**src/common/exec_config.svh**
```systemverilog
`ifndef EXEC_CONFIG_SVH
`define EXEC_CONFIG_SVH

// Operand width
`define EXEC_DATA_W 32

// Issue queue entries, also the credit count after reset
`define EXEC_FIFO_DEPTH 4

// Multiply/divide latency in cycles
`define EXEC_MULT_CYCLES 4
`define EXEC_DIV_CYCLES 8

`endif
```
**src/common/isa_pkg.sv**
```systemverilog
package isa_pkg;
	typedef logic [4:0]  regIdx;
	typedef logic [5:0]  opcodeField;
	typedef logic [5:0]  functField;
	typedef logic [31:0] instrWord;

	// Primary opcodes, bits 31:26
	typedef enum opcodeField {
		opSpecial = 6'h00, opRegimm = 6'h01, opJ = 6'h02, opJal = 6'h03,
		opBeq = 6'h04, opBne = 6'h05, opBlez = 6'h06, opBgtz = 6'h07,
		opAddi = 6'h08, opAddiu = 6'h09, opSlti = 6'h0a, opSltiu = 6'h0b,
		opAndi = 6'h0c, opOri = 6'h0d, opXori = 6'h0e, opLui = 6'h0f,
		opCop0 = 6'h10, opLb = 6'h20, opLh = 6'h21, opLw = 6'h23,
		opLbu = 6'h24, opLhu = 6'h25, opSb = 6'h28, opSh = 6'h29, opSw = 6'h2b
	} opcodeE;

	// SPECIAL funct codes, bits 5:0
	typedef enum functField {
		fnSll = 6'h00, fnSrl = 6'h02, fnSra = 6'h03, fnSllv = 6'h04,
		fnSrlv = 6'h06, fnSrav = 6'h07, fnJr = 6'h08, fnJalr = 6'h09,
		fnMfhi = 6'h10, fnMthi = 6'h11, fnMflo = 6'h12, fnMtlo = 6'h13,
		fnMult = 6'h18, fnMultu = 6'h19, fnDiv = 6'h1a, fnDivu = 6'h1b,
		fnAdd = 6'h20, fnAddu = 6'h21, fnSub = 6'h22, fnSubu = 6'h23,
		fnAnd = 6'h24, fnOr = 6'h25, fnXor = 6'h26, fnNor = 6'h27,
		fnSlt = 6'h2a, fnSltu = 6'h2b
	} functE;

	// REGIMM branch selects in the rt field
	typedef enum regIdx {rtBltz = 5'h00, rtBgez = 5'h01} regimmE;

	// COP0 move-from in the rs field
	localparam regIdx rsMfc0 = 5'b00000;
endpackage

```
**src/common/ctrl_pkg.sv**
```systemverilog
`include "exec_config.svh"

package ctrl_pkg;
	import isa_pkg::*;

	typedef logic [`EXEC_DATA_W-1:0] dataWord;

	typedef enum logic [3:0] {
		aluAdd, aluSub, aluAnd, aluOr, aluXor, aluNor, aluSlt, aluSltu,
		aluSll, aluSrl, aluSra, aluSllv, aluSrlv, aluSrav, aluLui
	} aluOpE;

	typedef enum logic [2:0] {
		mduNone, mduMult, mduMultu, mduDiv, mduDivu, mduMthi, mduMtlo
	} mduOpE;

	typedef enum logic [1:0] {resAlu, resHi, resLo, resLink} resultSelE;

	// Destination register select
	localparam logic [1:0] destRd = 2'd0;
	localparam logic [1:0] destRt = 2'd1;
	localparam logic [1:0] destRa = 2'd2;

	// Immediate extension
	localparam logic [1:0] extZero  = 2'd0;
	localparam logic [1:0] extSign  = 2'd1;
	localparam logic [1:0] extUpper = 2'd2;

	// Load/store access width
	localparam logic [2:0] slByte  = 3'd1;
	localparam logic [2:0] slByteU = 3'd2;
	localparam logic [2:0] slHalf  = 3'd3;
	localparam logic [2:0] slHalfU = 3'd4;
	localparam logic [2:0] slWord  = 3'd5;

	typedef struct packed {
		logic       isBr;
		logic       jump;
		logic       jType;
		logic [1:0] destSel;
		logic       aluBSel;
		resultSelE  resultSel;
		logic       mduEn;
		logic       dmWe;
		logic       dataWbSel;
		logic       regWe;
		logic [1:0] extCtrl;
		aluOpE      aluOp;
		logic [2:0] slCtrl;
		mduOpE      mduOp;
	} ctrlBundle;

	typedef struct packed {
		instrWord instr;
		dataWord  rsVal;
		dataWord  rtVal;
	} issuePkt;

	typedef struct packed {
		regIdx   dest;
		dataWord value;
		logic    regWe;
	} retirePkt;
endpackage

```
**src/issueFsm.sv**
```systemverilog
module issueFsm (
	input  logic                clk,
	input  logic                arstN,
	input  logic                notEmpty,
	input  ctrl_pkg::ctrlBundle ctrl,
	input  logic                mduDone,
	output logic                pop,
	output logic                mduStart,
	output logic                retireStrobe,
	output logic                retireSilent
);
	import ctrl_pkg::*;

	typedef enum logic {stIdle, stMduWait} stateE;

	stateE state;
	stateE stateNext;
	logic  isLong;

	// Multiply and divide hold the issue slot until done
	assign isLong = ctrl.mduOp inside {mduMult, mduMultu, mduDiv, mduDivu};

	always_comb
	begin
		stateNext    = state;
		pop          = 1'b0;
		mduStart     = 1'b0;
		retireStrobe = 1'b0;
		retireSilent = 1'b0;
		case (state)
			stIdle:
			begin
				if (notEmpty)
				begin
					pop      = 1'b1;
					mduStart = ctrl.mduEn;
					if (isLong)
						stateNext = stMduWait;
					else
						retireStrobe = 1'b1;
				end
			end
			stMduWait:
			begin
				if (mduDone)
				begin
					retireStrobe = 1'b1;
					retireSilent = 1'b1;
					stateNext    = stIdle;
				end
			end
		endcase
	end

	always_ff @(posedge clk or negedge arstN)
	begin
		if (!arstN)
			state <= stIdle;
		else
			state <= stateNext;
	end
endmodule

```
**config.mk**
```make
export PLATFORM = sky130hd
export DESIGN_NAME = issueFsm
export DESIGN_NICKNAME = d
export VERILOG_FILES = /design/src/common/isa_pkg.sv /design/src/common/ctrl_pkg.sv /design/src/issueFsm.sv
export VERILOG_INCLUDE_DIRS = /design/src /design/src/common
export SDC_FILE = /design/constraint.sdc
export NUM_CORES = 1
export LEC_CHECK = 0
export BUFFER_PORTS_ARGS = -buffer_cell sky130_fd_sc_hd__buf_2
export CORE_AREA = 2 2 39 41
export CTS_CLUSTER_DIAMETER = 40
export CTS_CLUSTER_SIZE = 8
export DETAILED_ROUTE_END_ITERATION = 10
export DIE_AREA = 0 0 41 43
export PLACE_DENSITY = 0.36
export SYNTH_ARGS = -nofsm -noshare
export SYNTH_HDL_FRONTEND = slang
export SYNTH_SLANG_ARGS = --single-unit
```
**constraint.sdc**
```tcl
create_clock -name clk -period 1.05 [get_ports clk]
set_input_delay 0.21 -clock clk [delete_from_list [all_inputs] [get_ports clk]]
set_output_delay 0.21 -clock clk [all_outputs]
set_load 0.01 [all_outputs]
```
==> flow_summary.ini <==
[run_status]
outcome = finished clean

[yosys]
synth-simple-area-share_pct = 29.03
ys_seq_area_share_pct = 32.26
yosysWarnings = 0
synth-xor-area-share_pct = 11.29
synthAdderAreaFrac_pct = 0
synth_top_family_by_area = simple AND/OR/NAND/NOR gates
synth.area.mux_share_pct = 0
syn_area_per_cell_um2 = 7.757
ys_ff_latch = 1
synth_area_um2 = 77.57
synthDistinctLibCells = 8
synthCells = 10
syn_nets = 38
synth_compound_area_share_pct = 17.74

[sta]
slew_viol_final = 0
fin_ws_ns = 0.007580
rsz0062_at_grt = yes
period_needed_ns = 1.042
skew_ns = 0
fmax_mhz = 959.3
hold_violations = 0
setup_viol = 0
period_share_pct = 99.28
tightest_slew_ns = 0.1332
maxSlewHeadroom_pct = 91.12

[power_and_ir_drop]
sw_frac_of_total_pct = 31.67
switchingPower_mw = 0.04587
pwr-share-clk_pct = 0
p_int_mw = 0.09896
vdd_drop_max_mv = 0.2602
p_comb_share_pct = 66.7
seqPwrFrac_pct = 33.3
p_leak_nw = 0.1129
power_density_nw_per_um2 = 705.8

[floorplanning]
dieArea_um2 = 1763
core_area_um2 = 1384
start_util_pct = 5.606
rows = 14
ios = 32
die_h_um = 43
die_w_um = 41

[cells_and_area]
postLayoutCoreUtil_pct = 14.83
drive_above_1_share_pct = 75.00
fillerInstances = 153
insertedDiodeCount = 0
fin_cells = 40
design_area_um2 = 205.2
reg.largest.list = state (1)
largest_reg_flops = 1
fin_nets = 54
area_growth_pct = 164.5
top_register = state

[global_route]
grt_pass1_vias = 87
gr-usage-all-layers_pct = 3.006
grt_start_max_net_pins = 4
antenna_found_initial = 0
overflow = 0
grt_pass1_wl_um = 379

[worst_setup_path]
worstPathRequired_ns = 0.84
crit_path_end_kind = output pin
crit_slowest_cell = xor2_2
setup.worst_path.class = in2out
worst_ep_arrival_time_ns = 0.83
crit_fanout = 2
crit_path_start_kind = input pin
max_stage_delay_ns = 0.16
path_cells = buf_6, nor2_4, xor2_2, a21o_1, buf_2

[drt]
vias = 108
drc = 0
routed_wl_um = 276
post_drt_via_cell_ratio = 2.700
drtIter0Drc = 0
ant_nets = 0
dr.pass1.iters = 1
met3_length_um = 86
route.top_layer_used = met3
dr_wl_met2_um = 64
wire_per_inst_um = 6.900
drt-met1-wl_um = 124

[clock_network]
clock_latency_ns = 0
clkSlewWorstSetupHoldPaths_ns = 0

[placed_design]
portBuffers = 11
place_congestion = 0.5338
place_inst = 38
pre_cts_ws_ns = -0.06229
place_area_um2 = 160.2

[run]
maxCapViolations = 0

[min_path]
hold_class = in2reg
critical path: cells and delay by family:
| family | cells | cell delay, ns |
|---|---|---|
| xor gates and xnor gates | 1 | 0.16 |
| buffers and inverters | 2 | 0.21 |
| AOI/OAI and AO/OA | 1 | 0.14 |
| and+or+nand+nor | 1 | 0.11 |
metal layers:
layer,global-route usage (%),vias up
met4,0,0
li1,-,58
met1,6.390,38
met3,1.047,0
met5,0,-
met2,2.500,12
layout make-up:
type | instances | area [µm²] | area share [%]
sequential | 1 | 25.02 | 12.20
inverter | 2 | 7.507 | 3.659
timing repair buffer | 14 | 92.59 | 45.12
tap | 16 | 20.02 | 9.756
multi-input combinational | 7 | 60.06 | 29.27
cells in the mapped netlist (all sizes together):
cell type	n	area (µm²)
dfrtp	1	25.02
nor2	1	6.260
and2	2	12.51
inv	2	7.510
xor2	1	8.760
o22ai	1	6.260
a21o	1	7.510
nand2	1	3.750
metrics by stage:
step | hold WS (ns) | power, mW | setup TNS (ns)
6_report | 0.4169 | 0.1448 | 0
5_1_grt | 0.4367 | 0.1564 | -0.05988
4_1_cts | 0.4229 | 0.1393 | 0
3_5_place_dp | -0.01073 | 0.1236 | -0.06229
3_3_place_gp | -0.009723 | 0.1234 | -0.01866
2_1_floorplan | -0.08559 | 0.08343 | 0
layout by cell type, fill, tap and decap left out:
cell type,n
a21o_1,1
and2_1,2
buf_2,9
buf_4,2
buf_6,2
dfrtp_1,1
dlygate4sd3_1,1
inv_2,2
nand2_2,1
nor2_4,1
o22ai_1,1
xor2_2,1
timing repair:
| item | in CTS | in global routing |
|---|---|---|
| setup buffers | 1 | 0 |
| endpoints found under the hold margin | 1 | 0 |
| pin swaps | 3 | 3 |
| hold buffers | 1 | 0 |
| resized for setup | 3 | 4 |
| endpoints found under the setup margin | 1 | 2 |
final timing paths:
check	slack (ns)	endpoint	from	depth (start not counted)
min	0.42	state	mduDone	2
max	0.008	retireStrobe	ctrl[0]	5
max in group asynchronous	0.44	state	arstN	2
max reg2reg	0.38	state	state	3
min reg2reg	0.55	state	state	2
min in group asynchronous	0.53	state	arstN	2
logic make-up after synthesis:
| kind of cell | count (synthesis) |
|---|---|
| xor+xnor | 1 |
| buf+inv | 2 |
| compound gates | 2 |
| simple gates | 4 |
| flops | 1 |
power groups by stage:
stage / Combinational [mW] / Clock (mW) / Sequential (mW)
6_report: 0.0966 / 0 / 0.0483
5_1_grt: 0.107 / 0 / 0.0495
4_1_cts: 0.0921 / 0 / 0.0472
3_5_place_dp: 0.0764 / 0 / 0.0472
3_3_place_gp: 0.0763 / 0 / 0.0471
2_1_floorplan: 0.0366 / 0 / 0.0469
(Power assumes the default switching activity.)
