**config.mk**
```make
export PLATFORM = sky130hd
export DESIGN_NAME = mainDecoder
export DESIGN_NICKNAME = d
export VERILOG_FILES = /design/src/common/isa_pkg.sv /design/src/common/ctrl_pkg.sv /design/src/decode/mainDecoder.sv
export VERILOG_INCLUDE_DIRS = /design/src /design/src/common
export SDC_FILE = /design/constraint.sdc
export NUM_CORES = 1
export LEC_CHECK = 0
export BUFFER_PORTS_ARGS = -buffer_cell sky130_fd_sc_hd__buf_2
export CAP_MARGIN = 20
export CORE_MARGIN = 2
export CORE_UTILIZATION = 25
export DETAILED_ROUTE_END_ITERATION = 12
export SETUP_SLACK_MARGIN = 0.15
export SLEW_MARGIN = 20
export SYNTH_ARGS = -nofsm -noshare
export SYNTH_HDL_FRONTEND = slang
export SYNTH_SLANG_ARGS = --single-unit
```
**constraint.sdc**
```tcl
create_clock -name vclk -period 2.3
set_input_delay 0.23 -clock vclk [all_inputs]
set_output_delay 0.23 -clock vclk [all_outputs]
set_load 0.1 [all_outputs]
```
**src/common/exec_config.svh**
```systemverilog
`ifndef EXEC_CONFIG_SVH
`define EXEC_CONFIG_SVH

// Operand width
`define EXEC_DATA_W 32

// Issue queue entries, also the credit count after reset
`define EXEC_FIFO_DEPTH 4

// Multiply/divide latency in cycles
`define EXEC_MULT_CYCLES 4
`define EXEC_DIV_CYCLES 8

`endif
```
**src/common/isa_pkg.sv**
```systemverilog
package isa_pkg;
	typedef logic [4:0]  regIdx;
	typedef logic [5:0]  opcodeField;
	typedef logic [5:0]  functField;
	typedef logic [31:0] instrWord;

	// Primary opcodes, bits 31:26
	typedef enum opcodeField {
		opSpecial = 6'h00, opRegimm = 6'h01, opJ = 6'h02, opJal = 6'h03,
		opBeq = 6'h04, opBne = 6'h05, opBlez = 6'h06, opBgtz = 6'h07,
		opAddi = 6'h08, opAddiu = 6'h09, opSlti = 6'h0a, opSltiu = 6'h0b,
		opAndi = 6'h0c, opOri = 6'h0d, opXori = 6'h0e, opLui = 6'h0f,
		opCop0 = 6'h10, opLb = 6'h20, opLh = 6'h21, opLw = 6'h23,
		opLbu = 6'h24, opLhu = 6'h25, opSb = 6'h28, opSh = 6'h29, opSw = 6'h2b
	} opcodeE;

	// SPECIAL funct codes, bits 5:0
	typedef enum functField {
		fnSll = 6'h00, fnSrl = 6'h02, fnSra = 6'h03, fnSllv = 6'h04,
		fnSrlv = 6'h06, fnSrav = 6'h07, fnJr = 6'h08, fnJalr = 6'h09,
		fnMfhi = 6'h10, fnMthi = 6'h11, fnMflo = 6'h12, fnMtlo = 6'h13,
		fnMult = 6'h18, fnMultu = 6'h19, fnDiv = 6'h1a, fnDivu = 6'h1b,
		fnAdd = 6'h20, fnAddu = 6'h21, fnSub = 6'h22, fnSubu = 6'h23,
		fnAnd = 6'h24, fnOr = 6'h25, fnXor = 6'h26, fnNor = 6'h27,
		fnSlt = 6'h2a, fnSltu = 6'h2b
	} functE;

	// REGIMM branch selects in the rt field
	typedef enum regIdx {rtBltz = 5'h00, rtBgez = 5'h01} regimmE;

	// COP0 move-from in the rs field
	localparam regIdx rsMfc0 = 5'b00000;
endpackage

```
**src/common/ctrl_pkg.sv**
```systemverilog
`include "exec_config.svh"

package ctrl_pkg;
	import isa_pkg::*;

	typedef logic [`EXEC_DATA_W-1:0] dataWord;

	typedef enum logic [3:0] {
		aluAdd, aluSub, aluAnd, aluOr, aluXor, aluNor, aluSlt, aluSltu,
		aluSll, aluSrl, aluSra, aluSllv, aluSrlv, aluSrav, aluLui
	} aluOpE;

	typedef enum logic [2:0] {
		mduNone, mduMult, mduMultu, mduDiv, mduDivu, mduMthi, mduMtlo
	} mduOpE;

	typedef enum logic [1:0] {resAlu, resHi, resLo, resLink} resultSelE;

	// Destination register select
	localparam logic [1:0] destRd = 2'd0;
	localparam logic [1:0] destRt = 2'd1;
	localparam logic [1:0] destRa = 2'd2;

	// Immediate extension
	localparam logic [1:0] extZero  = 2'd0;
	localparam logic [1:0] extSign  = 2'd1;
	localparam logic [1:0] extUpper = 2'd2;

	// Load/store access width
	localparam logic [2:0] slByte  = 3'd1;
	localparam logic [2:0] slByteU = 3'd2;
	localparam logic [2:0] slHalf  = 3'd3;
	localparam logic [2:0] slHalfU = 3'd4;
	localparam logic [2:0] slWord  = 3'd5;

	typedef struct packed {
		logic       isBr;
		logic       jump;
		logic       jType;
		logic [1:0] destSel;
		logic       aluBSel;
		resultSelE  resultSel;
		logic       mduEn;
		logic       dmWe;
		logic       dataWbSel;
		logic       regWe;
		logic [1:0] extCtrl;
		aluOpE      aluOp;
		logic [2:0] slCtrl;
		mduOpE      mduOp;
	} ctrlBundle;

	typedef struct packed {
		instrWord instr;
		dataWord  rsVal;
		dataWord  rtVal;
	} issuePkt;

	typedef struct packed {
		regIdx   dest;
		dataWord value;
		logic    regWe;
	} retirePkt;
endpackage

```
**src/decode/mainDecoder.sv**
```systemverilog
module mainDecoder (
	input  isa_pkg::instrWord   instr,
	output ctrl_pkg::ctrlBundle ctrl
);
	import isa_pkg::*;
	import ctrl_pkg::*;

	opcodeField opcode;
	functField  funct;
	regIdx      rs;
	regIdx      rt;

	assign opcode = instr[31:26];
	assign funct  = instr[5:0];
	assign rs     = instr[25:21];
	assign rt     = instr[20:16];

	// I-type op writing rt with an immediate operand B
	function automatic ctrlBundle immOp(aluOpE op, logic [1:0] ext);
		ctrlBundle c;
		c = '0;
		c.regWe   = 1'b1;
		c.destSel = destRt;
		c.aluBSel = 1'b1;
		c.extCtrl = ext;
		c.aluOp   = op;
		return c;
	endfunction

	always_comb
	begin
		ctrl = '0;
		case (opcodeE'(opcode))
			opSpecial:
			begin
				ctrl.regWe = 1'b1;
				case (functE'(funct))
					fnAdd, fnAddu: ctrl.aluOp = aluAdd;
					fnSub, fnSubu: ctrl.aluOp = aluSub;
					fnAnd:   ctrl.aluOp = aluAnd;
					fnOr:    ctrl.aluOp = aluOr;
					fnXor:   ctrl.aluOp = aluXor;
					fnNor:   ctrl.aluOp = aluNor;
					fnSlt:   ctrl.aluOp = aluSlt;
					fnSltu:  ctrl.aluOp = aluSltu;
					fnSll:   ctrl.aluOp = aluSll;
					fnSrl:   ctrl.aluOp = aluSrl;
					fnSra:   ctrl.aluOp = aluSra;
					fnSllv:  ctrl.aluOp = aluSllv;
					fnSrlv:  ctrl.aluOp = aluSrlv;
					fnSrav:  ctrl.aluOp = aluSrav;
					fnMfhi:  ctrl.resultSel = resHi;
					fnMflo:  ctrl.resultSel = resLo;
					fnMult:  ctrl.mduOp = mduMult;
					fnMultu: ctrl.mduOp = mduMultu;
					fnDiv:   ctrl.mduOp = mduDiv;
					fnDivu:  ctrl.mduOp = mduDivu;
					fnMthi:  ctrl.mduOp = mduMthi;
					fnMtlo:  ctrl.mduOp = mduMtlo;
					fnJr:
					begin
						ctrl.regWe = 1'b0;
						ctrl.jump  = 1'b1;
					end
					fnJalr:
					begin
						ctrl.jump      = 1'b1;
						ctrl.resultSel = resLink;
					end
					default: ctrl = '0;
				endcase
				// MDU ops never write a GPR
				ctrl.mduEn = (ctrl.mduOp != mduNone);
				if (ctrl.mduEn)
					ctrl.regWe = 1'b0;
			end
			opAddi, opAddiu: ctrl = immOp(aluAdd, extSign);
			opSlti:  ctrl = immOp(aluSlt, extSign);
			opSltiu: ctrl = immOp(aluSltu, extSign);
			opAndi:  ctrl = immOp(aluAnd, extZero);
			opOri:   ctrl = immOp(aluOr, extZero);
			opXori:  ctrl = immOp(aluXor, extZero);
			opLui:   ctrl = immOp(aluLui, extUpper);
			opLb, opLbu, opLh, opLhu, opLw:
			begin
				ctrl = immOp(aluAdd, extSign);
				ctrl.dataWbSel = 1'b1;
			end
			opSb, opSh, opSw:
			begin
				ctrl.aluBSel = 1'b1;
				ctrl.extCtrl = extSign;
				ctrl.dmWe    = 1'b1;
			end
			opBeq, opBne, opBlez, opBgtz: ctrl.isBr = 1'b1;
			opRegimm: ctrl.isBr = (regimmE'(rt) inside {rtBltz, rtBgez});
			opJ:
			begin
				ctrl.jump  = 1'b1;
				ctrl.jType = 1'b1;
			end
			opJal:
			begin
				ctrl.jump      = 1'b1;
				ctrl.jType     = 1'b1;
				ctrl.destSel   = destRa;
				ctrl.resultSel = resLink;
				ctrl.regWe     = 1'b1;
			end
			opCop0:
			begin
				ctrl.destSel = destRt;
				ctrl.regWe   = (rs == rsMfc0);
			end
			default: ctrl = '0;
		endcase

		//////////////////////////////////////////////////
		// Access width for loads and stores
		//////////////////////////////////////////////////
		case (opcodeE'(opcode))
			opLb, opSb: ctrl.slCtrl = slByte;
			opLbu:      ctrl.slCtrl = slByteU;
			opLh, opSh: ctrl.slCtrl = slHalf;
			opLhu:      ctrl.slCtrl = slHalfU;
			opLw, opSw: ctrl.slCtrl = slWord;
			default: ;
		endcase
	end
endmodule

```
==> out/qor.txt <==
crit path to = ctrl[8]
I/O Buffers = 45
# DRC = 0
TNS Setup = 0 ns
CP startpoint = instr[5]
via-per-instance ratio = 5.36
# Post-CTS Setup Buffers = 0
DR vias = 981
Mapped Area = 707 um2
row cnt = 19
post-synth top area share = 11.7%
Routed Antenna Nets = 0
Max-Cap Viols = 0
final setup vio count = 0
routability cong. = 0.759
largest net degree at the start of global routing = 16
vias in the first global route = 892
CLK BUF = 0
Yosys Warn Count = 0
CTS Hold Bufs = 0
Crit. End Element = output port
critical path type = input pin to output port
Final Hold Fails = 0
Power Dens Cells = 220 nW/um2
GRT Overall Usage = 13.9%
Initial Utilization = 26.1%
static leakage = 0.478 nW
drt first pass iters = 4
Net Switching = 171 uW
Period minus WS final = 1.96 ns
Peak Freq = 510 MHz
initial antenna violation count = 0
final instance area = 1070 um2
num ports = 56
Max FO, Critical Path = 10
synthesized area per cell = 6.04 um2
RSZ-0062 raised after global routing = false
number of sequential cells = 0
Routed WL per cell = 12.6 um
ratio of cells with drive above 1 in the final layout = 49.3%
initial DRC count = 18
crit share post-route = 85.3%
Die ar. = 3270 um2
Layout fillers = 312
outcome = complete, no violations
commonest non-fill, non-tap cell in the layout = buf_2
Worst VDD drop = 0.151 mV
Total Routed Length = 2310 um
register share of total power = 0%
utilization after layout = 39.6%
startpoint types = input pin
syn_nets = 149
Internal = 65.1 uW
Worst-Margin Slew = 0.492 ns
cell taking the most area after synthesis = nor2_1
Detailed Place HPWL = 1810 um
most frequent cells in the layout = buf_2 (42), nor2_1 (16), nand2_1 (11)
register area share after synthesis = 0%
worst hold start = instr[23]
critical path data arrival time = 1.73 ns
sw frac = 72.4%
Comb power frac = 100.0%
total grt overflow = 0
final non-filler cell total = 183
relative slew slack = 67.5%
final count of pins violating max slew = 0
synth-to-layout area growth = 51.9%
Die Width = 57.2 um
Clk pwr share = 0%
post-cts gate resize count = 0
required time worst endpoint = 2.07 ns
post-synthesis cell type count = 48
Cells after DPL = 183
Final Net Count = 186
Mapped Cells = 117
FF+latch area = 0 um2
Die H = 57.2 um
Hold Crit Class = input pin to output port
Synth area leaders = nor2_1 (12%), o21ai_0 (7.1%), clkbuf_8 (5.8%)
global-route wire length before repair = 3910 um
Core ar. = 2710 um2
Cell Area, Placed = 1070 um2
ant diodes = 0
[how the worst min path moves through the flow]
| stage | endpoint | slack (ns) | cells after the start |
|---|---|---|---|
| 6_report | ctrl[12] | 0.99 | 5 |
| 5_1_grt | ctrl[6] | 1.02 | 4 |
| 4_1_cts | ctrl[6] | 1.0 | 4 |
| 3_5_place_dp | ctrl[12] | 0.99 | 5 |
| 3_3_place_gp | ctrl[6] | 0.99 | 4 |
| 2_1_floorplan | ctrl[18] | 0.64 | 1 |
[layer usage]
metal / vias up / part of all wire [%] / track usage (%)
li1: 494 / - / -
met1: 457 / 43 / 19.1
met2: 30 / 51 / 25.3
met3: 0 / 5.8 / 0.907
met4: 0 / 0 / 0.332
met5: - / 0 / 0
[cells in the mapped netlist, drive strengths merged (2+ instances only)]
cell,n
and2b,2
a21oi,5
nor3,5
a211oi,4
xor2,2
nand2,11
nor2,23
nor4,2
clkbuf,6
inv,3
nand2b,5
o31ai,3
and3,2
o21ai,11
o22ai,3
nand3,3
buf,4
[worst max-delay path, cell delays in order]
cell      delay, ns
buf_2          0.20
nand2b_1       0.19
a21oi_2        0.07
a2111o_1       0.46
o22ai_2        0.13
buf_2          0.44
[power groups by stage]
stage	Combinational [mW]	Sequential [mW]	Clock, mW
after floorplan	0.189	0	0
final	0.236	0	0
after detailed placement	0.236	0	0
after CTS	0.236	0	0
after global routing	0.253	0	0
after global placement	0.231	0	0
[cell families (layout without fill, tap and decap cells)]
| family | after synthesis | after routing | share of synthesized area (%) |
|---|---|---|---|
| compound gates | 36 | 36 | 34.0 |
| xor+xnor | 3 | 3 | 3.72 |
| mux | 2 | 2 | 3.01 |
| buf+inv | 13 | 48 | 12.9 |
| simple gates | 63 | 63 | 46.4 |
[per-stage QoR]
stage	total power [mW]	setup WS (ns)	hold WS [ns]
after floorplan	0.189	-0.499	0.636
after global placement	0.231	0.361	0.986
after detailed placement	0.236	0.337	0.992
after CTS	0.236	0.334	0.997
after global routing	0.253	0.243	1.02
final	0.236	0.338	0.994
[final cells by class]
class / count / area (um2) / area share (%)
Inverter: 3 / 11.3 / 1.05
Timing Repair Buffer: 45 / 270 / 25.2
Tap cell: 31 / 38.8 / 3.61
Multi-Input combinational cell: 104 / 753 / 70.2
Note: power is estimated with default switching activity, not from simulation.
