==> config.mk <==
export PLATFORM = sky130hd
export DESIGN_NAME = instrFifo
export DESIGN_NICKNAME = d
export VERILOG_FILES = /design/src/common/isa_pkg.sv /design/src/common/ctrl_pkg.sv /design/src/instrFifo.sv
export VERILOG_INCLUDE_DIRS = /design/src /design/src/common
export SDC_FILE = /design/constraint.sdc
export NUM_CORES = 1
export LEC_CHECK = 0
export ABC_AREA = 1
export BUFFER_PORTS_ARGS = -buffer_cell sky130_fd_sc_hd__buf_2
export CORE_UTILIZATION = 58
export DETAILED_ROUTE_END_ITERATION = 6
export MAX_ROUTING_LAYER = met4
export PLACE_DENSITY = 0.91
export SYNTH_ARGS = -nofsm -noshare
export SYNTH_HDL_FRONTEND = slang
export SYNTH_SLANG_ARGS = --single-unit
==> constraint.sdc <==
create_clock -name clk -period 3.6 [get_ports clk]
set_clock_uncertainty 0.15 [all_clocks]
set_input_delay 0.36 -clock clk [delete_from_list [all_inputs] [get_ports clk]]
set_output_delay 0.36 -clock clk [all_outputs]
set_load 0.01 [all_outputs]
==> src/common/exec_config.svh <==
`ifndef EXEC_CONFIG_SVH
`define EXEC_CONFIG_SVH

// Operand width
`define EXEC_DATA_W 32

// Issue queue entries, also the credit count after reset
`define EXEC_FIFO_DEPTH 4

// Multiply/divide latency in cycles
`define EXEC_MULT_CYCLES 4
`define EXEC_DIV_CYCLES 8

`endif
==> src/common/isa_pkg.sv <==
package isa_pkg;
	typedef logic [4:0]  regIdx;
	typedef logic [5:0]  opcodeField;
	typedef logic [5:0]  functField;
	typedef logic [31:0] instrWord;

	// Primary opcodes, bits 31:26
	typedef enum opcodeField {
		opSpecial = 6'h00, opRegimm = 6'h01, opJ = 6'h02, opJal = 6'h03,
		opBeq = 6'h04, opBne = 6'h05, opBlez = 6'h06, opBgtz = 6'h07,
		opAddi = 6'h08, opAddiu = 6'h09, opSlti = 6'h0a, opSltiu = 6'h0b,
		opAndi = 6'h0c, opOri = 6'h0d, opXori = 6'h0e, opLui = 6'h0f,
		opCop0 = 6'h10, opLb = 6'h20, opLh = 6'h21, opLw = 6'h23,
		opLbu = 6'h24, opLhu = 6'h25, opSb = 6'h28, opSh = 6'h29, opSw = 6'h2b
	} opcodeE;

	// SPECIAL funct codes, bits 5:0
	typedef enum functField {
		fnSll = 6'h00, fnSrl = 6'h02, fnSra = 6'h03, fnSllv = 6'h04,
		fnSrlv = 6'h06, fnSrav = 6'h07, fnJr = 6'h08, fnJalr = 6'h09,
		fnMfhi = 6'h10, fnMthi = 6'h11, fnMflo = 6'h12, fnMtlo = 6'h13,
		fnMult = 6'h18, fnMultu = 6'h19, fnDiv = 6'h1a, fnDivu = 6'h1b,
		fnAdd = 6'h20, fnAddu = 6'h21, fnSub = 6'h22, fnSubu = 6'h23,
		fnAnd = 6'h24, fnOr = 6'h25, fnXor = 6'h26, fnNor = 6'h27,
		fnSlt = 6'h2a, fnSltu = 6'h2b
	} functE;

	// REGIMM branch selects in the rt field
	typedef enum regIdx {rtBltz = 5'h00, rtBgez = 5'h01} regimmE;

	// COP0 move-from in the rs field
	localparam regIdx rsMfc0 = 5'b00000;
endpackage

==> src/common/ctrl_pkg.sv <==
`include "exec_config.svh"

package ctrl_pkg;
	import isa_pkg::*;

	typedef logic [`EXEC_DATA_W-1:0] dataWord;

	typedef enum logic [3:0] {
		aluAdd, aluSub, aluAnd, aluOr, aluXor, aluNor, aluSlt, aluSltu,
		aluSll, aluSrl, aluSra, aluSllv, aluSrlv, aluSrav, aluLui
	} aluOpE;

	typedef enum logic [2:0] {
		mduNone, mduMult, mduMultu, mduDiv, mduDivu, mduMthi, mduMtlo
	} mduOpE;

	typedef enum logic [1:0] {resAlu, resHi, resLo, resLink} resultSelE;

	// Destination register select
	localparam logic [1:0] destRd = 2'd0;
	localparam logic [1:0] destRt = 2'd1;
	localparam logic [1:0] destRa = 2'd2;

	// Immediate extension
	localparam logic [1:0] extZero  = 2'd0;
	localparam logic [1:0] extSign  = 2'd1;
	localparam logic [1:0] extUpper = 2'd2;

	// Load/store access width
	localparam logic [2:0] slByte  = 3'd1;
	localparam logic [2:0] slByteU = 3'd2;
	localparam logic [2:0] slHalf  = 3'd3;
	localparam logic [2:0] slHalfU = 3'd4;
	localparam logic [2:0] slWord  = 3'd5;

	typedef struct packed {
		logic       isBr;
		logic       jump;
		logic       jType;
		logic [1:0] destSel;
		logic       aluBSel;
		resultSelE  resultSel;
		logic       mduEn;
		logic       dmWe;
		logic       dataWbSel;
		logic       regWe;
		logic [1:0] extCtrl;
		aluOpE      aluOp;
		logic [2:0] slCtrl;
		mduOpE      mduOp;
	} ctrlBundle;

	typedef struct packed {
		instrWord instr;
		dataWord  rsVal;
		dataWord  rtVal;
	} issuePkt;

	typedef struct packed {
		regIdx   dest;
		dataWord value;
		logic    regWe;
	} retirePkt;
endpackage

==> src/instrFifo.sv <==
`include "exec_config.svh"

module instrFifo (
	input  logic              clk,
	input  logic              arstN,
	input  logic              push,
	input  ctrl_pkg::issuePkt pushPkt,
	input  logic              pop,
	output ctrl_pkg::issuePkt headPkt,
	output logic              notEmpty,
	output logic              creditReturn
);
	import ctrl_pkg::*;

	localparam int depth = `EXEC_FIFO_DEPTH;
	localparam int ptrW  = $clog2(depth);

	issuePkt         slots [depth];
	logic [ptrW-1:0] wrPtr;
	logic [ptrW-1:0] rdPtr;
	logic [ptrW:0]   used;

	function automatic logic [ptrW-1:0] nextPtr(logic [ptrW-1:0] p);
		return (p == ptrW'(depth - 1)) ? '0 : p + 1'b1;
	endfunction

	always_ff @(posedge clk)
	begin
		if (push)
			slots[wrPtr] <= pushPkt;
	end

	always_ff @(posedge clk or negedge arstN)
	begin
		if (!arstN)
		begin
			wrPtr        <= '0;
			rdPtr        <= '0;
			used         <= '0;
			creditReturn <= 1'b0;
		end
		else
		begin
			if (push)
				wrPtr <= nextPtr(wrPtr);
			if (pop)
				rdPtr <= nextPtr(rdPtr);
			used <= used + (ptrW + 1)'(push) - (ptrW + 1)'(pop);
			// One credit back per freed slot
			creditReturn <= pop;
		end
	end

	assign headPkt  = slots[rdPtr];
	assign notEmpty = (used != '0);
endmodule

==> results of run 1 <==
==> logic make-up after synthesis <==
group | synth area share
AOI/OAI and AO/OA | 0.00120
adders and majority gates | 0.00647
buffers and inverters | 0.117
DFF | 0.705
and+or+nand+nor | 0.170
==> power groups by stage <==
stage | Clock (µW) | Combinational (µW) | Sequential [µW]
floorplan | 0 | 3100 | 6120
global placement | 0 | 4460 | 6140
detailed placement | 0 | 4620 | 6180
CTS | 4060 | 4760 | 6090
global route | 4250 | 5320 | 6150
finish | 4050 | 4820 | 6110
==> critical path: stages (launching register included) <==
cell	delay [ps]
dfrtp_4	690
buf_4	830
nand3_1	260
nand2_1	130
buf_2	130
==> state kept, by name, indices dropped and copies added (netlist names) <==
register and cells:
slots 384, used 3, rdPtr 2, wrPtr 2, creditReturn 1
==> placed cells by master, fill, tap and decap left out, types with 4 or more instances in the layout <==
| cell type | instances |
|---|---|
| buf_4 | 5 |
| inv_1 | 393 |
| bufinv_16 | 4 |
| ha_1 | 7 |
| dlygate4sd3_1 | 98 |
| inv_4 | 5 |
| buf_2 | 197 |
| clkbuf_1 | 6 |
| buf_12 | 7 |
| dfrtp_1 | 6 |
| clkinv_1 | 6 |
| clkinv_2 | 9 |
| clkbuf_16 | 41 |
| nand2_1 | 493 |
| edfxtp_1 | 384 |
| nand3_1 | 194 |
==> area by class of cell <==
| cell class | count | area share |
|---|---|---|
| clock buffers | 48 | 0.0528 |
| flip-flops and latches | 392 | 0.584 |
| clock inverters | 23 | 0.0109 |
| repair buffers | 307 | 0.107 |
| inverters | 399 | 0.0753 |
| well taps | 378 | 0.0235 |
| multi-input cells | 701 | 0.147 |
| diodes | 1 | 0.000124 |
==> path summary, 6_finish.rpt <==
path	from	to	slack (ps)	cells after the start
max	rdPtr[1]	headPkt[49]	480	4
min in group asynchronous	arstN	creditReturn	80	2
min	push	wrPtr[1]	40	3
max in group asynchronous	arstN	rdPtr[1]	3000	2
min reg2reg	used[2]	used[2]	450	3
max reg2reg	wrPtr[0]	slots[0][84]	1370	5
==> through the flow <==
step	setup WS [ps]	hold WS (ps)	instances
floorplan	485	-85.6	1556
global placement	1160	64.7	2079
detailed placement	1110	73.6	2079
CTS	558	15.1	2248
global route	385	56.4	2249
finish	484	39.9	2249
==> timing repair <==
| action | in CTS | in global routing |
|---|---|---|
| hold buffers | 98 | 0 |
| hold endpoints to repair | 395 | 0 |
| gates resized for setup | 0 | 0 |
| endpoints found under the setup margin | 0 | 0 |
==> metal layers <==
layer	vias up	track usage
li1	5417	-
met1	5653	0.315
met2	586	0.485
met3	84	0.0449
met4	0	0.0970
met5	-	-
==> key figures, run 1 <==
Pwr
  • Total power: 15000 µW
  • Cell internal pwr: 9760 µW
  • PD cells: 745 nW/µm²
  • Clock power frac: 0.270
  • Net Sw Frac: 0.348
  • Combinational power share: 0.322
  • Net Switching: 5220 µW
  • Maximum VDD drop: 0.000525 V
  • P_leak: 0.00937 µW
  • Seq pwr share: 0.408

Yosys
  • Number of enable flip-flop cells after synthesis: 384
  • Yosys top cell by area: edfxtp_1
  • Post-synthesis sequential area ratio: 0.705
  • Mapped cell area: 16600 µm²
  • Syn Inst Count: 1556
  • Synth unique cells: 15
  • Largest cells by area after synthesis: edfxtp_1, nand2_1, inv_1
  • Synth top area share: 0.693
  • Avg Synthesized Cell Area: 10.7 µm²
  • Synth warnings: 0
  • Yosys reg bits: 392
  • Syn nets: 1664
  • Synth Flop Type: edfxtp_1
  • Most common cell in the netlist: nand2_1
  • Asr flop ratio synth: 0.0204
  • Most instantiated cells after synthesis: nand2_1, inv_1, edfxtp_1

Global route
  • First-pass GRT wire length: 59.3 mm
  • Total track usage: 0.274
  • Initial antenna violation count: 1
  • Largest net degree at the start of global routing: 195
  • Number of global-route vias before repair: 11900
  • Gr ovfl total: 0

Clock network
  • Setup Fix Bufs, Post-CTS: 0
  • CTS Root Cell: clkbuf_16
  • Clk slew on worst S/H paths: 60 ps
  • Clock Path Buffers: 3
  • Skew-Pair Late Insertion Delay: 520 ps
  • Clock H-tree levels: 2
  • CTS sink count: 392
  • TritonCTS clock tree: yes
  • Total CTS buffers: 39

STA
  • Achievable frequency: 321 MHz
  • Max-slew violations: 0
  • Fin Setup TNS: 0 ps
  • Setup-failing EPs final: 0
  • Hold Vio Cnt, Final: 0
  • Relative slew slack: 0.360
  • Worst Tran Pin Value: 960 ps
  • Period Utilization, post-route: 0.866
  • Min Tclk post-route: 3120 ps
  • RSZ-0062 raised after global routing: no

Place
  • Post-detail-place hpwl: 20.0 mm
  • # port buffers: 197
  • Placed inst area: 17800 µm²
  • Placer Congestion: 0.784

Floorplanning
  • Initial Utilization: 0.594
  • Die height: 171 µm
  • Floorplan Core Area: 28000 µm²
  • # IOs: 198
  • Row cnt: 61
  • Die width: 171 µm
  • Die area: 29400 µm²

Detailed routing
  • DRT Pass-1 Iters: 6
  • Met1 WL: 14.4 mm
  • Via density per instance: 5.22
  • # DRC: 0
  • Metal2 WL: 20.6 mm
  • ANT nets after route: 0
  • 1st-iter DRT viols: 1227
  • Routed length per placed instance: 17.3 µm
  • Top Metal Used: met4
  • WL met3: 3.00 mm
  • Routed vias: 11700
  • Routed WL: 38.9 mm

Final layout
  • Multi-input gate area: 2960 µm²
  • Final core utilization: 0.718
  • Cell area after layout: 20100 µm²
  • Area Overhead vs Synth: 20.9%
  • # fillers: 1717
  • Reg area: 11700 µm²
  • Nets: 1948
  • Share of layout cells above drive strength 1: 0.148

Setup path
  • CP Capture Type: output port
  • Setup Crit Path Kind: reg -> out
  • Worst path arrival time: 2610 ps
  • Crit-path max FO: 71
  • CP Data Required Time: 3090 ps
  • Startpoint types: register

Outcome
  • Status: complete, no violations

Flow run
  • Max Cap Viol: 0

Hold path
  • Hold Path Class: in -> reg
Note: power is estimated with default switching activity, not from simulation.
==> run 2: changes to the inputs <==
PLACE_DENSITY = default   (was 0.91)
PLACE_DENSITY_LB_ADDON = 0.2   (was default)
==> run 2 against run 1 <==
Compared with the run above: utilization fell by 0.36 points; non-clock buffer count rose by 8; routed wire length fell by 13%; combinational power fell by 3%; first-iteration DRC count fell by 28%; critical path depth rose by 2; clock-buffer cell count rose by 4; register-to-register slack improved by 90 ps; design area fell by 0.50%; global-route usage fell by 2.9 points; highest routed layer unchanged; critical endpoint is now headPkt[87]; power fell by 3.9%; via count fell by 5.9%.
==> key figures, run 2 (synthesis results as in run 1) <==
STA
  • Hold Vio Cnt, Final: 0
  • Fin Setup TNS: 0 ps
  • Achievable frequency: 345 MHz
  • Min Tclk post-route: 2890 ps
  • Final worst setup slack: 705 ps
  • Relative slew slack: 0.409
  • Max-slew violations: 0
  • Worst Tran Pin Value: 886 ps
  • RSZ-0062 raised after global routing: no
  • Period Utilization, post-route: 0.804
  • Setup-failing EPs final: 0

Final layout
  • Top Registers: slots (384), used (3)
  • Commonest non-fill, non-tap cell in the layout: nand2_1
  • Post-route insts no fill: 2254
  • # fillers: 1968
  • Cell area after layout: 20000 µm²
  • Nets: 1957
  • Share of layout cells above drive strength 1: 0.144
  • Most frequent cells in the layout: nand2_1, inv_1, edfxtp_1, buf_2, nand3_1
  • Area Overhead vs Synth: 20.3%
  • Register bank with the most flops: slots
  • Max reg flops: 384

Place
  • Placed inst area: 17900 µm²
  • Post-detail-place hpwl: 19.2 mm
  • DP Worst Slack: 1290 ps
  • Placer Congestion: 0.824
  • Placed insts: 2086
  • # port buffers: 197

Global route
  • Total track usage: 0.245
  • Initial antenna violation count: 2
  • Gr ovfl total: 0
  • Largest net degree at the start of global routing: 195
  • First-pass GRT wire length: 53.5 mm
  • Number of global-route vias before repair: 10900

Setup path
  • Worst path arrival time: 2380 ps
  • Worst flop-to-flop path startpoint: wrPtr[0]
  • CP Data Required Time: 3090 ps
  • Max stage delay on crit path: 510 ps
  • CP Capture Type: output port
  • Top cell by count, worst path: nand2_1
  • Crit-path max FO: 72
  • R2r setup slk: 1460 ps
  • Reg2reg end: slots[0][58]
  • FF-to-FF path depth: 5
  • Startpoint types: register
  • Slowest cell on crit path: dfrtp_4
  • Setup Crit Path Kind: reg -> out
  • CP cell instances: inv_6, buf_4, nand2_1, nand3_1, nand2_1, buf_2

Floorplanning
  • Row cnt: 61
  • Die height: 171 µm
  • Floorplan Core Area: 28000 µm²
  • # IOs: 198
  • Initial Utilization: 0.594
  • Die area: 29400 µm²
  • Die width: 171 µm

Detailed routing
  • 1st-iter DRT viols: 885
  • DRT Pass-1 Iters: 5
  • # DRC: 0
  • Routed length per placed instance: 15.1 µm
  • Routed vias: 11000
  • ANT nets after route: 0
  • Via density per instance: 4.90
  • Routed WL: 34.0 mm

Pwr
  • PD cells: 719 nW/µm²
  • Combinational power share: 0.325
  • Net Sw Frac: 0.343
  • Seq pwr share: 0.421
  • Maximum VDD drop: 0.000689 V
  • Net Switching: 4930 µW
  • Cell internal pwr: 9450 µW
  • Total power: 14400 µW
  • Clock power frac: 0.253
  • P_leak: 0.00934 µW

Clock network
  • Setup Fix Bufs, Post-CTS: 0
  • Clk slew on worst S/H paths: 60 ps
  • TritonCTS clock tree: yes
  • Clock Path Buffers: 3
  • Skew-Pair Late Insertion Delay: 520 ps
  • CTS sink count: 392
  • CTS Root Cell: clkbuf_16
  • Total CTS buffers: 40
  • Clock H-tree levels: 2

Hold path
  • Hold Path Class: in -> async

Outcome
  • Status: complete, no violations

Flow run
  • Max Cap Viol: 0
[run 2: area by class of cell]
cell class                 instances  area, µm²  share of cell area
antenna                            2       5.00            0.000250
clock buffer                      52       1070              0.0533
clock inverter                    15       61.3             0.00306
inverter                         399       1520              0.0757
multi-input combinational        701       2960               0.148
sequential                       392      11700               0.587
tap                              378        473              0.0236
timing repair buffer             315       2190               0.110
[run 2: timing repair]
item,4_1_cts,5_1_grt
resized for setup,0,0
hold endpoints to repair,397,0
hold buffers,99,0
[run 2: how the worst max path moves through the flow]
stage / slack, ps / to / startpoint
2_1_floorplan: 490 / slots[0][0] / wrPtr[0]
3_3_place_gp: 1330 / headPkt[95] / rdPtr[0]
3_5_place_dp: 1290 / headPkt[95] / rdPtr[0]
4_1_cts: 720 / headPkt[87] / rdPtr[0]
5_1_grt: 530 / headPkt[82] / rdPtr[0]
6_report: 710 / headPkt[87] / rdPtr[0]
[run 2: power by group through the flow]
stage | Clock, µW | Combinational [µW] | Sequential (µW)
global placement | 0 | 4530 | 6130
finish | 3640 | 4680 | 6060
global route | 3880 | 5250 | 6120
floorplan | 0 | 3100 | 6120
detailed placement | 0 | 4600 | 6150
CTS | 3700 | 4720 | 6060
[run 2: critical path: cells and delay by family, from the launching register on]
kind,cells,cell delay (ps)
flops,1,510
simple gates,3,290
buf+inv,3,1040
[run 2: layer usage]
metal | up-vias | GRT usage | part of all wire
li1 | 5438 | - | -
met1 | 5190 | 0.308 | 0.43
met2 | 347 | 0.402 | 0.48
met3 | 69 | 0.0426 | 0.062
met4 | 0 | 0.0839 | 0.025
met5 | - | - | 0
[run 2: through the flow]
step | utilization | hold WS, ps
2_1_floorplan | - | -85.6
4_1_cts | 0.714 | 52.9
3_3_place_gp | 0.639 | 67.2
5_1_grt | 0.714 | 71.5
3_5_place_dp | 0.639 | 71.1
6_report | 0.714 | 69.0
